==> config.mk <==
export PLATFORM = sky130hd
export DESIGN_NAME = controlUnit
export DESIGN_NICKNAME = d
export VERILOG_FILES = /design/src/logic/ctrlPkg.sv /design/src/logic/riscvIsaPkg.sv /design/src/logic/decodeBus.sv /design/src/logic/aluDecoder.sv /design/src/logic/controlUnit.sv /design/src/logic/instrDecoder.sv /design/src/logic/mainFsm.sv
export SDC_FILE = /design/constraint.sdc
export NUM_CORES = 1
export LEC_CHECK = 0
export ABC_CLOCK_PERIOD_IN_PS = 2100
export BUFFER_PORTS_ARGS = -buffer_cell sky130_fd_sc_hd__buf_4
export CORE_MARGIN = 2
export CORE_UTILIZATION = 43
export DETAILED_ROUTE_END_ITERATION = 6
export GPL_TIMING_DRIVEN = 0
export PLACE_DENSITY = 0.85
export SLEW_MARGIN = 20
export SYNTH_ARGS = -nofsm -noshare
export SYNTH_HDL_FRONTEND = slang
export SYNTH_SLANG_ARGS = --single-unit
==> constraint.sdc <==
create_clock -name clk -period 2.1 [get_ports clk]
set_clock_uncertainty 0.05 [all_clocks]
set_input_delay 0.42 -clock clk [delete_from_list [all_inputs] [get_ports clk]]
set_output_delay 0.42 -clock clk [all_outputs]
set_load 0.02 [all_outputs]
==> src/logic/ctrlPkg.sv <==
// Control unit definitions
// FSM state encoding, mux select codes, ALU operation class and ALU codes
`default_nettype none

package ctrlPkg;

    // Working states 0 to 11, trap parked at 15
    typedef enum logic [3:0] {
        stReset    = 4'd0,
        stFetch    = 4'd1,
        stDecode   = 4'd2,
        stMemAddr  = 4'd3,
        stMemRead  = 4'd4,
        stMemWb    = 4'd5,
        stMemWrite = 4'd6,
        stExecR    = 4'd7,
        stExecI    = 4'd8,
        stAluWb    = 4'd9,
        stJal      = 4'd10,
        stBeq      = 4'd11,
        stTrap     = 4'd15
    } ctrlStateT;

    // ALU operand A select
    typedef logic [1:0] aluSrcAT;
    localparam aluSrcAT srcAPc    = 2'd0;
    localparam aluSrcAT srcAOldPc = 2'd1;
    localparam aluSrcAT srcARs1   = 2'd2;

    // ALU operand B select
    typedef logic [1:0] aluSrcBT;
    localparam aluSrcBT srcBRs2  = 2'd0;
    localparam aluSrcBT srcBImm  = 2'd1;
    localparam aluSrcBT srcBFour = 2'd2;

    // Result bus select
    typedef logic [1:0] resultSrcT;
    localparam resultSrcT resAluOut    = 2'd0;
    localparam resultSrcT resMemData   = 2'd1;
    localparam resultSrcT resAluResult = 2'd2;

    // Immediate format for the extender
    typedef logic [1:0] immSrcT;
    localparam immSrcT immI = 2'd0;
    localparam immSrcT immS = 2'd1;
    localparam immSrcT immB = 2'd2;
    localparam immSrcT immJ = 2'd3;

    // Operation class from the FSM to the ALU decoder
    typedef enum logic [1:0] {
        aluOpAdd   = 2'd0,
        aluOpSub   = 2'd1,
        aluOpFunct = 2'd2
    } aluOpT;

    // ALU control codes
    typedef logic [2:0] aluCtrlT;
    localparam aluCtrlT aluAdd = 3'b000;
    localparam aluCtrlT aluSub = 3'b001;
    localparam aluCtrlT aluAnd = 3'b010;
    localparam aluCtrlT aluOr  = 3'b011;
    localparam aluCtrlT aluSlt = 3'b101;

endpackage

`default_nettype wire

==> src/logic/riscvIsaPkg.sv <==
// RV32I instruction-set definitions
// Field widths, opcodes, ALU funct3 values and instruction classes
`default_nettype none

package riscvIsaPkg;

    // Instruction field widths
    localparam int opcodeWidth = 7;
    localparam int funct3Width = 3;

    typedef logic [opcodeWidth-1:0] opcodeT;
    typedef logic [funct3Width-1:0] funct3T;

    // Major opcodes handled by the multicycle datapath
    localparam opcodeT opLoad   = 7'b0000011;
    localparam opcodeT opStore  = 7'b0100011;
    localparam opcodeT opRType  = 7'b0110011;
    localparam opcodeT opIType  = 7'b0010011;
    localparam opcodeT opJal    = 7'b1101111;
    localparam opcodeT opBranch = 7'b1100011;
    // All-zero word treated as a nop
    localparam opcodeT opNop    = 7'b0000000;

    // Funct3 values the ALU decoder knows
    localparam funct3T f3AddSub = 3'b000;
    localparam funct3T f3Slt    = 3'b010;
    localparam funct3T f3Or     = 3'b110;
    localparam funct3T f3And    = 3'b111;

    // Instruction class after opcode decode
    typedef enum logic [2:0] {
        clsLoad,
        clsStore,
        clsRType,
        clsIType,
        clsJal,
        clsBranch,
        clsNop,
        clsIllegal
    } instrClassT;

endpackage

`default_nettype wire

==> src/logic/decodeBus.sv <==
// Decoded instruction fields
// Shared by the instruction decoder, the FSM and the ALU decoder
`timescale 1ns/1ns
`default_nettype none

interface decodeBus;

    riscvIsaPkg::instrClassT instrClass;
    ctrlPkg::immSrcT         immSrc;
    riscvIsaPkg::funct3T     funct3;
    logic                    funct7b5;

    // Decoder owns every field
    modport decoder (output instrClass, immSrc, funct3, funct7b5);
    // FSM only branches on the class
    modport fsm (input instrClass);
    // ALU decoder needs class plus funct bits
    modport alu (input instrClass, funct3, funct7b5);

endinterface

`default_nettype wire

==> src/logic/aluDecoder.sv <==
// ALU decoder
// Operation class and funct fields to the ALU control code
`timescale 1ns/1ns
`default_nettype none

module aluDecoder (
    input  ctrlPkg::aluOpT    aluOp,
    decodeBus.alu             dec,
    output ctrlPkg::aluCtrlT  aluControl
);

    logic rTypeSub;

    // Sub only for R-type with funct7 bit 5 set
    // I-type addi ignores that bit
    assign rTypeSub = (dec.instrClass == riscvIsaPkg::clsRType) && dec.funct7b5;

    always_comb
    begin
        case (aluOp)
            ctrlPkg::aluOpAdd: aluControl = ctrlPkg::aluAdd;
            ctrlPkg::aluOpSub: aluControl = ctrlPkg::aluSub;
            ctrlPkg::aluOpFunct:
            begin
                case (dec.funct3)
                    riscvIsaPkg::f3AddSub:
                    begin
                        aluControl = rTypeSub ? ctrlPkg::aluSub : ctrlPkg::aluAdd;
                    end
                    riscvIsaPkg::f3Slt: aluControl = ctrlPkg::aluSlt;
                    riscvIsaPkg::f3Or:  aluControl = ctrlPkg::aluOr;
                    riscvIsaPkg::f3And: aluControl = ctrlPkg::aluAnd;
                    // Unsupported funct3 falls back to add
                    default:            aluControl = ctrlPkg::aluAdd;
                endcase
            end
            default: aluControl = ctrlPkg::aluAdd;
        endcase
    end

endmodule

`default_nettype wire

==> src/logic/controlUnit.sv <==
// Multicycle RV32I control unit top level
// Instruction decoder, main FSM and ALU decoder around one decode bus
`timescale 1ns/1ns
`default_nettype none

module controlUnit (
    input  logic                clk,
    input  logic                reset,
    input  riscvIsaPkg::opcodeT op,
    input  riscvIsaPkg::funct3T funct3,
    input  logic                funct7b5,
    input  logic                zero,
    output logic                pcWrite,
    output logic                adrSrc,
    output logic                memWrite,
    output logic                irWrite,
    output logic                regWrite,
    output ctrlPkg::resultSrcT  resultSrc,
    output ctrlPkg::aluSrcAT    aluSrcA,
    output ctrlPkg::aluSrcBT    aluSrcB,
    output ctrlPkg::immSrcT     immSrc,
    output ctrlPkg::aluCtrlT    aluControl
);

    // Operation class from the FSM
    ctrlPkg::aluOpT aluOp;

    decodeBus bus ();

    instrDecoder decoder (
        .op       (op),
        .funct3   (funct3),
        .funct7b5 (funct7b5),
        .dec      (bus.decoder)
    );

    mainFsm fsm (
        .clk       (clk),
        .reset     (reset),
        .zero      (zero),
        .dec       (bus.fsm),
        .aluOp     (aluOp),
        .pcWrite   (pcWrite),
        .adrSrc    (adrSrc),
        .memWrite  (memWrite),
        .irWrite   (irWrite),
        .regWrite  (regWrite),
        .resultSrc (resultSrc),
        .aluSrcA   (aluSrcA),
        .aluSrcB   (aluSrcB)
    );

    aluDecoder aluDec (
        .aluOp      (aluOp),
        .dec        (bus.alu),
        .aluControl (aluControl)
    );

    // Immediate format goes straight to the extender
    assign immSrc = bus.immSrc;

endmodule

`default_nettype wire

==> src/logic/instrDecoder.sv <==
// Instruction decoder
// Opcode classification and immediate format select
`timescale 1ns/1ns
`default_nettype none

module instrDecoder (
    input  riscvIsaPkg::opcodeT op,
    input  riscvIsaPkg::funct3T funct3,
    input  logic                funct7b5,
    decodeBus.decoder           dec
);

    riscvIsaPkg::instrClassT instrClass;
    ctrlPkg::immSrcT         immSrc;

    // Opcode to class, anything unknown is illegal
    always_comb
    begin
        case (op)
            riscvIsaPkg::opLoad:   instrClass = riscvIsaPkg::clsLoad;
            riscvIsaPkg::opStore:  instrClass = riscvIsaPkg::clsStore;
            riscvIsaPkg::opRType:  instrClass = riscvIsaPkg::clsRType;
            riscvIsaPkg::opIType:  instrClass = riscvIsaPkg::clsIType;
            riscvIsaPkg::opJal:    instrClass = riscvIsaPkg::clsJal;
            riscvIsaPkg::opBranch: instrClass = riscvIsaPkg::clsBranch;
            riscvIsaPkg::opNop:    instrClass = riscvIsaPkg::clsNop;
            default:               instrClass = riscvIsaPkg::clsIllegal;
        endcase
    end

    // Immediate format per class
    // I format also covers R-type, nop and illegal
    always_comb
    begin
        case (instrClass)
            riscvIsaPkg::clsStore:  immSrc = ctrlPkg::immS;
            riscvIsaPkg::clsBranch: immSrc = ctrlPkg::immB;
            riscvIsaPkg::clsJal:    immSrc = ctrlPkg::immJ;
            default:                immSrc = ctrlPkg::immI;
        endcase
    end

    assign dec.instrClass = instrClass;
    assign dec.immSrc     = immSrc;
    // Funct bits pass straight through for the ALU decoder
    assign dec.funct3     = funct3;
    assign dec.funct7b5   = funct7b5;

endmodule

`default_nettype wire

==> src/logic/mainFsm.sv <==
// Multicycle main FSM
// State register, next-state logic and Moore control outputs
// Branch PC write in beq follows the zero flag
`timescale 1ns/1ns
`default_nettype none

module mainFsm (
    input  logic               clk,
    input  logic               reset,
    input  logic               zero,
    decodeBus.fsm              dec,
    output ctrlPkg::aluOpT     aluOp,
    output logic               pcWrite,
    output logic               adrSrc,
    output logic               memWrite,
    output logic               irWrite,
    output logic               regWrite,
    output ctrlPkg::resultSrcT resultSrc,
    output ctrlPkg::aluSrcAT   aluSrcA,
    output ctrlPkg::aluSrcBT   aluSrcB
);

    ctrlPkg::ctrlStateT state;
    ctrlPkg::ctrlStateT nextState;

    // State register
    always_ff @(posedge clk or posedge reset)
    begin
        if (reset)
        begin
            state <= ctrlPkg::stReset;
        end
        else
        begin
            state <= nextState;
        end
    end

    // Next state
    always_comb
    begin
        case (state)
            ctrlPkg::stReset:   nextState = ctrlPkg::stFetch;
            ctrlPkg::stFetch:   nextState = ctrlPkg::stDecode;
            ctrlPkg::stDecode:
            begin
                // Dispatch on the held instruction class
                case (dec.instrClass)
                    riscvIsaPkg::clsLoad:   nextState = ctrlPkg::stMemAddr;
                    riscvIsaPkg::clsStore:  nextState = ctrlPkg::stMemAddr;
                    riscvIsaPkg::clsRType:  nextState = ctrlPkg::stExecR;
                    riscvIsaPkg::clsIType:  nextState = ctrlPkg::stExecI;
                    riscvIsaPkg::clsJal:    nextState = ctrlPkg::stJal;
                    riscvIsaPkg::clsBranch: nextState = ctrlPkg::stBeq;
                    riscvIsaPkg::clsNop:    nextState = ctrlPkg::stFetch;
                    default:                nextState = ctrlPkg::stTrap;
                endcase
            end
            ctrlPkg::stMemAddr:
            begin
                // Load reads, store writes
                if (dec.instrClass == riscvIsaPkg::clsLoad)
                begin
                    nextState = ctrlPkg::stMemRead;
                end
                else
                begin
                    nextState = ctrlPkg::stMemWrite;
                end
            end
            ctrlPkg::stMemRead:  nextState = ctrlPkg::stMemWb;
            ctrlPkg::stMemWb:    nextState = ctrlPkg::stFetch;
            ctrlPkg::stMemWrite: nextState = ctrlPkg::stFetch;
            ctrlPkg::stExecR:    nextState = ctrlPkg::stAluWb;
            ctrlPkg::stExecI:    nextState = ctrlPkg::stAluWb;
            // Jal writes the link address through the ALU writeback state
            ctrlPkg::stJal:      nextState = ctrlPkg::stAluWb;
            ctrlPkg::stAluWb:    nextState = ctrlPkg::stFetch;
            ctrlPkg::stBeq:      nextState = ctrlPkg::stFetch;
            // Trap holds until reset, unused codes fall in here too
            default:             nextState = ctrlPkg::stTrap;
        endcase
    end

    // Moore outputs, defaults are all enables low and selects zero
    always_comb
    begin
        pcWrite   = 1'b0;
        adrSrc    = 1'b0;
        memWrite  = 1'b0;
        irWrite   = 1'b0;
        regWrite  = 1'b0;
        resultSrc = ctrlPkg::resAluOut;
        aluSrcA   = ctrlPkg::srcAPc;
        aluSrcB   = ctrlPkg::srcBRs2;
        aluOp     = ctrlPkg::aluOpAdd;
        case (state)
            ctrlPkg::stFetch:
            begin
                // PC <- PC + 4, latch the instruction
                pcWrite   = 1'b1;
                irWrite   = 1'b1;
                aluSrcA   = ctrlPkg::srcAPc;
                aluSrcB   = ctrlPkg::srcBFour;
                resultSrc = ctrlPkg::resAluResult;
            end
            ctrlPkg::stDecode:
            begin
                // Branch or jump target from old PC plus immediate
                aluSrcA = ctrlPkg::srcAOldPc;
                aluSrcB = ctrlPkg::srcBImm;
            end
            ctrlPkg::stMemAddr:
            begin
                aluSrcA = ctrlPkg::srcARs1;
                aluSrcB = ctrlPkg::srcBImm;
            end
            ctrlPkg::stMemRead:
            begin
                adrSrc    = 1'b1;
                resultSrc = ctrlPkg::resAluOut;
            end
            ctrlPkg::stMemWb:
            begin
                resultSrc = ctrlPkg::resMemData;
                regWrite  = 1'b1;
            end
            ctrlPkg::stMemWrite:
            begin
                adrSrc   = 1'b1;
                memWrite = 1'b1;
            end
            ctrlPkg::stExecR:
            begin
                aluSrcA = ctrlPkg::srcARs1;
                aluSrcB = ctrlPkg::srcBRs2;
                aluOp   = ctrlPkg::aluOpFunct;
            end
            ctrlPkg::stExecI:
            begin
                aluSrcA = ctrlPkg::srcARs1;
                aluSrcB = ctrlPkg::srcBImm;
                aluOp   = ctrlPkg::aluOpFunct;
            end
            ctrlPkg::stAluWb:
            begin
                resultSrc = ctrlPkg::resAluOut;
                regWrite  = 1'b1;
            end
            ctrlPkg::stJal:
            begin
                // PC <- target from decode, ALU forms the link value
                pcWrite   = 1'b1;
                aluSrcA   = ctrlPkg::srcAOldPc;
                aluSrcB   = ctrlPkg::srcBFour;
                resultSrc = ctrlPkg::resAluOut;
            end
            ctrlPkg::stBeq:
            begin
                // Compare rs1 and rs2, take the branch on equal
                aluSrcA   = ctrlPkg::srcARs1;
                aluSrcB   = ctrlPkg::srcBRs2;
                aluOp     = ctrlPkg::aluOpSub;
                resultSrc = ctrlPkg::resAluOut;
                pcWrite   = zero;
            end
            default:
            begin
                // Reset and trap keep the defaults
            end
        endcase
    end

endmodule

`default_nettype wire

==> After elaboration in Yosys (flattened, before gate mapping) <==
Cells that the tools add are included.
{ "word_totals": {"regBits": 4, "latchBits": 0, "mem_bits_rw": 0, "rom_bits": 0, "inputBits": 14, "output_inout_bits": 16, "elab_cells": 61, "memories": 0} }
{ "op_classes": {"add_sub_neg": 0, "n_mul": 0, "n_div": 0, "order_cmp": 0, "n_eq_ne": 28, "shift": 0, "n_mux": 17, "n_bitwise": 0, "reduce_logical": 15} }
{ "op_table": {"columns": ["cell", "count"], "rows": [
  ["one-hot mux 4 bit (6 select lines)", 2],
  ["one-hot mux 3 bit (7 select lines)", 1],
  ["equality test 4 x 3 -> 1 bit, second input constant", 4],
  ["equality test 4 bit, second input constant", 4],
  ["one-hot mux 2 bit (2 select lines)", 4],
  ["equality test 3 bit, second input constant", 5],
  ["equality test 7 x 6 -> 1 bit, second input constant", 2],
  ["equality test 7 bit, second input constant", 2],
  ["one-hot mux 3 bit (4 select lines)", 1],
  ["OR reduction 2 bit", 6],
  ["equality test 3 x 2 -> 1 bit, second input constant", 3],
  ["equality test 4 x 2 -> 1 bit, second input constant", 2],
  ["equality test 7 x 2 -> 1 bit, second input constant", 1],
  ["equality test 7 x 5 -> 1 bit, second input constant", 1],
  ["zero test 7 bit", 1],
  ["zero test 3 bit", 2],
  ["one-hot mux 2 bit (3 select lines)", 1],
  ["one-hot mux 3 bit (2 select lines)", 1],
  ["OR reduction 3 bit", 2],
  ["2-to-1 mux 1 bit", 5],
  ["OR reduction 5 bit", 1],
  ["equality test 4 x 1 -> 1 bit, second input constant", 1],
  ["zero test 4 bit", 1],
  ["OR reduction 4 bit", 1],
  ["other kinds (6)", 6]
]} }

==> Depth between registers and ports, before layout <==
Gate-level depths: netlist of run 1.
{ "depth": {"depth_word": 7, "depth_mapped": 8, "ltp_nobuf": 7} }

==> By module <==
Synthesis of run 1 repeated with hierarchy kept, for this count alone.
{ "unflattened": {"cells_unflattened": 88, "area_unflattened_um2": 655.6} }
{ "by_module_without_submodules": {"columns": ["mod", "n_inst", "cells_each", "area_per_inst_um2", "seq_area_each_um2"], "rows": [
  ["mainFsm", 1, 55, 410.4, 100.1],
  ["instrDecoder", 1, 22, 150.1, 0.0],
  ["aluDecoder", 1, 11, 95.1, 0.0]
]} }

==> Worst setup path before layout of run 1 <==
Ideal clock, no wire load.
{ "synth_timing": {"kind": "register to output", "startpoint": "register fsm.state[3]", "endpoint": "output aluControl[1]", "arrival_time_ns": 1.700, "required_time_ns": 1.630, "path_slack_ns": -0.070, "stages_incl_launch_ff": 7, "path_cell_list": "dfrtp_1 buf_2 inv_1 nand2_1 o21ai_0 ha_1 nor3_1"} }
{ "synth_between": {"elab_chain_len": 5} }
{ "synth_lines": {"columns": ["element", "line", "source"], "rows": [
  ["start, declared", "mainFsm.sv:23", "ctrlPkg::ctrlStateT state;"],
  ["start signal, assigned", "mainFsm.sv:31", "state <= ctrlPkg::stReset;"],
  ["start signal, assigned", "mainFsm.sv:35", "state <= nextState;"],
  ["equality test 4 x 3 -> 1 bit / equality test 4 bit (equally long branches)", "mainFsm.sv:97", "case (state)"],
  ["OR reduction 2 bit (no line)", null, null],
  ["one-hot mux 2 bit (2 select lines) (*)", "mainFsm.sv:97", null],
  ["equality test 2 bit / equality test 2 x 1 -> 1 bit (equally long branches)", "aluDecoder.sv:20", "case (aluOp)"],
  ["one-hot mux 3 bit (2 select lines) (*)", "aluDecoder.sv:20", null],
  ["end, declared", "controlUnit.sv:22", "output ctrlPkg::aluCtrlT aluControl"]
]} }
Every way passes the cells marked *; elsewhere a longest branch is shown, timed or not.

==> Worst setup path in the final report of run 1 <==
{ "layout_timing": {"startpoint": "register fsm.state[3]", "endpoint": "output aluControl[0]"} }
Same word-level chain as after synthesis.

==> results of run 1 <==
## stage by stage
step                      TNS (ns)  util, %
after CTS                  -0.0175     74.4
after floorplan           -0.00971        -
after detailed placement    -0.165     63.7
final                      -0.0486     78.9
after global placement     -0.0797     63.7
after global routing        -0.269     78.9
## report_power, final
part | internal [µW] | total (µW) | leakage [µW] | switching (µW)
logic | 501 | 1100 | 0.000404 | 602
registers | 117 | 169 | 0.0000470 | 51.7
clock network | 63.7 | 91.7 | 0.0000138 | 28.0
total | 682 | 1360 | 0.000464 | 682
## worst max-delay path by stage
stage | end | start | cells past startpoint | slack (ns)
2_1_floorplan | aluControl[2] | fsm.state[3] | 7 | -0.01
3_3_place_gp | aluControl[0] | fsm.state[3] | 9 | -0.08
3_5_place_dp | aluControl[0] | fsm.state[3] | 9 | -0.13
4_1_cts | aluControl[0] | fsm.state[0] | 8 | -0.02
5_1_grt | aluControl[0] | fsm.state[0] | 8 | -0.13
6_report | aluControl[0] | fsm.state[3] | 9 | -0.05
## critical path, cell delays in order (launching register included)
cell and delay, ns:
dfrtp_1 0.41, buf_6 0.14, inv_4 0.06, nand2_4 0.07, o21ai_4 0.16, ha_4 0.24, nor2_2 0.07, nand2_1 0.06
o22ai_2 0.10, buf_6 0.14
## cells in the final DEF, fill, tap and decap left out, types with 2 or more instances in the layout
cell type	instances
dfrtp_1	3
and2_1	2
nand2_1	8
inv_1	5
nor3_2	4
a31oi_1	4
nor3_1	3
o22ai_1	2
nor2_1	12
clkbuf_4	3
buf_4	35
nor4_1	2
nor2_4	2
o32ai_1	2
o21ai_0	2
nand2_4	2
a21oi_1	5
nand2b_1	2
nand2b_4	2
buf_6	5
## area by class of cell
cell class	count	share of cell area (%)
clock buffers	3	2.22
repair buffers	35	26.7
multi-input cells	72	51.2
inverters	7	2.84
plain buffers	6	5.19
well taps	15	1.85
flip-flops and latches	4	10.0
## Yosys cell counts (all sizes together)
library cell  count
o21bai            1
or3               1
nand2            10
o21a              1
mux2i             1
ha                2
a21boi            1
o21ai             3
inv               7
a31oi             4
nand3             1
o32ai             2
nor3              7
clkbuf            1
o22ai             3
and2              3
a2bb2oi           1
buf               5
and2b             1
dfrtp             4
nor4              3
a21o              1
nor2b             1
a32oi             1
a21oi             5
nand2b            4
nor2             15
## metal layers
metal  vias up  part of all wire [%]  routed length (µm)
met3         2                   3.3                  68
met5         -                     0                   0
met2        25                    51                1030
li1        389                     -                   -
met4         0                  0.79                  16
met1       361                    45                 921
## kinds of logic after synthesis
group / Yosys count / share of synthesized area, %
compound gates: 23 / 25.8
mux: 1 / 1.73
buf+inv: 13 / 11.5
fa+ha+maj: 2 / 4.33
simple gates: 46 / 39.4
flops: 4 / 17.3
## what timing repair did
| item | CTS | global route |
|---|---|---|
| resized for setup | 23 | 8 |
| pin swaps | 3 | 2 |
| buffers inserted | 3 | 4 |
| setup endpoints to repair | 3 | 7 |
==> results.json, run 1 <==
{
  "clkTransAtPathRegs_ns": 0.04,
  "drt-total-wl_um": 2040,
  "numCtsBuffers": 3,
  "insertion_delay_ns": 0.23,
  "antenna_found_initial": 0,
  "outcome": "complete, but fails checks",
  "yosys.area.top_type": "dfrtp_1",
  "vias": 777,
  "placedInstanceArea_um2": 818,
  "io_pins": 30,
  "yosys_register_bits": 4,
  "setup_violations": 1,
  "setup_ws_ns": -0.0486,
  "finalCritPeriodShare_pct": 102,
  "synth_seq_area_share_pct": 17.3,
  "use_met1_pct": 24.8,
  "drv_cap": 0,
  "path_class": "reg2out",
  "place_hpwl_um": 1180,
  "core_area_mm2": 0.00128,
  "rr_endpoint": "fsm.state[1]",
  "finalMaxSlewViolations": 0,
  "grt_max_degree": 11,
  "top_usage_layer": "met2",
  "clk_path_buf_depth": 2,
  "start_kind": "register",
  "grt_first_pass_wirelength_um": 2600,
  "drive_gt1_share_pct": 51.2,
  "violations": "setup timing",
  "placedCellCount": 132,
  "power.density_mw_per_mm2": 1350,
  "peakVddDrop_mv": 0.508,
  "vias_per_cell": 5.47,
  "first_global_vias": 663,
  "tritoncts": "built",
  "synth-warning-count": 0,
  "cts_hold_buf": 0,
  "fmax_mhz": 465,
  "nNetsFinal": 145,
  "r2r_cells": 5,
  "detail_route.wl_per_cell_um": 14.3,
  "reg2reg_setup_slack_ns": 0.65,
  "nFillCells": 95,
  "hold_viol": 0,
  "gr-total-overflow": 0,
  "cts_max_level": 1,
  "end_kind": "output pin",
  "floorplan.rows": 13,
  "regMostFlops": "fsm.state",
  "final_antenna_net_count": 0,
  "die_x_um": 40.7,
  "syn_nets": 105,
  "use_met3_pct": 1.63,
  "initial_core_util_pct": 45.0,
  "whs_ns": 0.0399,
  "fin_crit_ns": 2.15,
  "use_met2_pct": 47.2,
  "cp_max_fo": 5,
  "place.gp.congestion": 0.748,
  "avgSynthCellArea_um2": 6.49,
  "syn_area_um2": 578,
  "final_cells": 142,
  "hold_class": "in2async",
  "cts.sinks": 4,
  "area_growth_pct": 75.3,
  "die_h_um": 40.7,
  "regArea_um2": 101,
  "r2r_start": "fsm.state[2]",
  "largest_reg_flops": 4,
  "reg.largest.list": "fsm.state: 4 flops",
  "dr.pass1.iters": 4,
  "drt_iter0_markers": 13,
  "synthCells": 89,
  "multiInputGateArea_um2": 519,
  "required_ns": 1.63,
  "finalInstanceArea_mm2": 0.00101,
  "yosys.area.top_type_share_pct": 17.3,
  "synthDistinctLibCells": 31,
  "arrival_ns": 1.68,
  "ctsRootBufferMaster": "clkbuf_4",
  "dieArea_mm2": 0.00165,
  "pre_cts_ws_ns": -0.126,
  "finalPower_uw": 1360,
  "rsz0062_at_grt": "yes",
  "drc": 0,
  "p_leak_uw": 0.000464,
  "slew_headroom_pct": 70.4,
  "tightest_slew_ns": 0.440,
  "port_buffers": 28,
  "track_usage_pct": 22.7,
  "diodes": 0,
  "ys_top_cells_by_area": "dfrtp_1, nor2_1, nand2_1"
}
No activity file was read; power rests on OpenSTA's default activity.
==> run 2, diff against run 1 <==
--- a/config.mk
+++ b/config.mk
@@ -12,6 +12,7 @@
 export DETAILED_ROUTE_END_ITERATION = 6
 export GPL_TIMING_DRIVEN = 0
 export PLACE_DENSITY = 0.85
+export REMOVE_ABC_BUFFERS = 1
 export SLEW_MARGIN = 20
 export SYNTH_ARGS = -nofsm -noshare
 export SYNTH_HDL_FRONTEND = slang
==> run 2 against run 1 <==
The run still ends with setup timing left. First-iteration DRC count rose by 69%. Worst hold slack got worse by 0.022 ns. Wire length fell by 17%. Register-to-register slack improved by 0.19 ns. Combinational power fell by 15%. Global-route usage fell by 0.96 points. Sequential power rose by 8%. Sequential cell count did not move. Die area did not move. Largest cell class unchanged. Largest power group unchanged.
==> results.json, run 2 (same netlist as run 1, synthesis figures left out) <==
{
  "top_layer": "met4",
  "detail_route.wl_per_cell_um": 12.3,
  "crit_buf_inv": 1,
  "vias_per_cell": 5.45,
  "place_hpwl_um": 1130,
  "critical-path-max-stage-delay_ns": 0.42,
  "cts.sinks": 4,
  "clkPwrFrac_pct": 7.8,
  "met2WireLength_um": 879,
  "wl_met3_um": 93,
  "floorplan.rows": 13,
  "tightest_slew_ns": 0.424,
  "diodes": 0,
  "crit_chain": "nand2b_4 -> nand2b_4 -> o21ai_4 -> ha_4 -> nor2_2 -> nand2_1 -> o22ai_1 -> buf_4",
  "vias": 752,
  "arrival_ns": 1.70,
  "placedInstanceArea_um2": 774,
  "peakVddDrop_mv": 0.785,
  "end_kind": "output pin",
  "rsz0062_at_grt": "yes",
  "netSwitchingFraction_pct": 49.6,
  "drive_gt1_share_pct": 47.2,
  "core_area_mm2": 0.00128,
  "drv_cap": 0,
  "path_class": "reg2out",
  "die_x_um": 40.7,
  "required_ns": 1.63,
  "area_growth_pct": 59.7,
  "place.gp.congestion": 0.804,
  "crit_slowest_cell": "dfrtp_2",
  "first_global_vias": 636,
  "regMostFlops": "fsm.state",
  "drc": 0,
  "reg.largest.list": "fsm.state: 4 flops",
  "hold_viol": 0,
  "r2r_cells": 4,
  "placedCellCount": 127,
  "finalMaxSlewViolations": 0,
  "grt_first_pass_wirelength_um": 2420,
  "final_cells": 138,
  "cp_max_fo": 5,
  "clk_path_buf_depth": 2,
  "insertion_delay_ns": 0.23,
  "outcome": "complete, but fails checks",
  "die_h_um": 40.7,
  "rr_endpoint": "fsm.state[2]",
  "hold_class": "in2async",
  "final_antenna_net_count": 0,
  "fin_crit_ns": 2.17,
  "start_kind": "register",
  "nNetsFinal": 141,
  "track_usage_pct": 21.7,
  "dieArea_mm2": 0.00165,
  "detail_route.wirelength.met1_um": 698,
  "fmax_mhz": 461,
  "nFillCells": 108,
  "pwr-share-seq_pct": 15.1,
  "pwr-share-comb_pct": 77.1,
  "drt-total-wl_um": 1700,
  "violations": "setup timing",
  "p_leak_uw": 0.000427,
  "port_buffers": 29,
  "reg2reg_setup_slack_ns": 0.84,
  "clkTransAtPathRegs_ns": 0.04,
  "initial_core_util_pct": 45.0,
  "largest_reg_flops": 4,
  "post-route-util_pct": 71.9,
  "power.density_mw_per_mm2": 1310,
  "gr-total-overflow": 0,
  "numCtsBuffers": 3,
  "dr.pass1.iters": 4,
  "antenna_found_initial": 0,
  "slew_headroom_pct": 71.5,
  "cell_internal_pwr_uw": 609,
  "cp_common_cell": "nand2b_4",
  "mostFrequentLayoutCells": "buf_4, nor2_1, nand2_1",
  "final_common_cell": "buf_4",
  "grt_max_degree": 10,
  "ctsRootBufferMaster": "clkbuf_4",
  "io_pins": 30,
  "drt_iter0_markers": 22,
  "setup_ws_ns": -0.0685,
  "tritoncts": "built",
  "cpLargestDelayFamily": "simple AND/OR/NAND/NOR gates",
  "finalInstanceArea_um2": 923,
  "p_sw_uw": 599,
  "r2r_start": "fsm.state[3]",
  "setup_violations": 1,
  "finalCritPeriodShare_pct": 103,
  "cts_max_level": 1
}
-- run 2: per-stage QoR --
stage	setup TNS (ns)	power [µW]	setup slack, ns	hold slack, ns
floorplan	-0.0905	620	-0.0599	0.136
global placement	-0.105	864	-0.0825	0.260
detailed placement	-0.191	879	-0.131	0.264
CTS	-0.0352	1180	-0.0352	0.0202
global route	-0.230	1300	-0.150	0.0174
finish	-0.0685	1210	-0.0685	0.0180
-- run 2: timing repair --
item                                    in CTS  in global routing
gates resized for setup                     16                  2
endpoints found under the setup margin       3                  3
hold endpoints to repair                     0                  0
hold buffers                                 0                  0
pin swaps                                    3                  3
setup buffers                                8                  0
-- run 2: layout make-up --
cell class	count	area (µm²)	area share (%)
Multi-Input combinational cell	72	473	51.2
Timing Repair Buffer	37	278	30.1
Sequential cell	4	105	11.4
Inverter	7	26.3	2.85
Clock buffer	3	22.5	2.44
Tap cell	15	18.8	2.03
-- run 2: per-layer routing --
| metal | global-route usage, % | up-vias |
|---|---|---|
| li1 | - | 382 |
| met5 | 0 | - |
| met4 | 6.67 | 0 |
| met2 | 41.7 | 24 |
| met1 | 22.0 | 342 |
| met3 | 6.52 | 4 |
-- run 2: power groups by stage --
| stage | sequential [µW] | combinational [µW] | clock, µW |
|---|---|---|---|
| after floorplan | 184 | 437 | 0 |
| after global placement | 204 | 659 | 0 |
| after detailed placement | 207 | 672 | 0 |
| after CTS | 179 | 905 | 95.8 |
| after global routing | 185 | 1010 | 106 |
| final | 182 | 931 | 94.8 |
-- run 2: worst max path at each step --
stage / slack [ns] / startpoint / end / cells past startpoint
6_report: -0.07 / fsm.state[2] / aluControl[0] / 8
5_1_grt: -0.15 / fsm.state[2] / aluControl[0] / 8
4_1_cts: -0.04 / fsm.state[2] / aluControl[0] / 8
3_5_place_dp: -0.13 / fsm.state[3] / aluControl[0] / 8
3_3_place_gp: -0.08 / fsm.state[3] / aluControl[0] / 8
2_1_floorplan: -0.06 / fsm.state[2] / aluControl[1] / 5
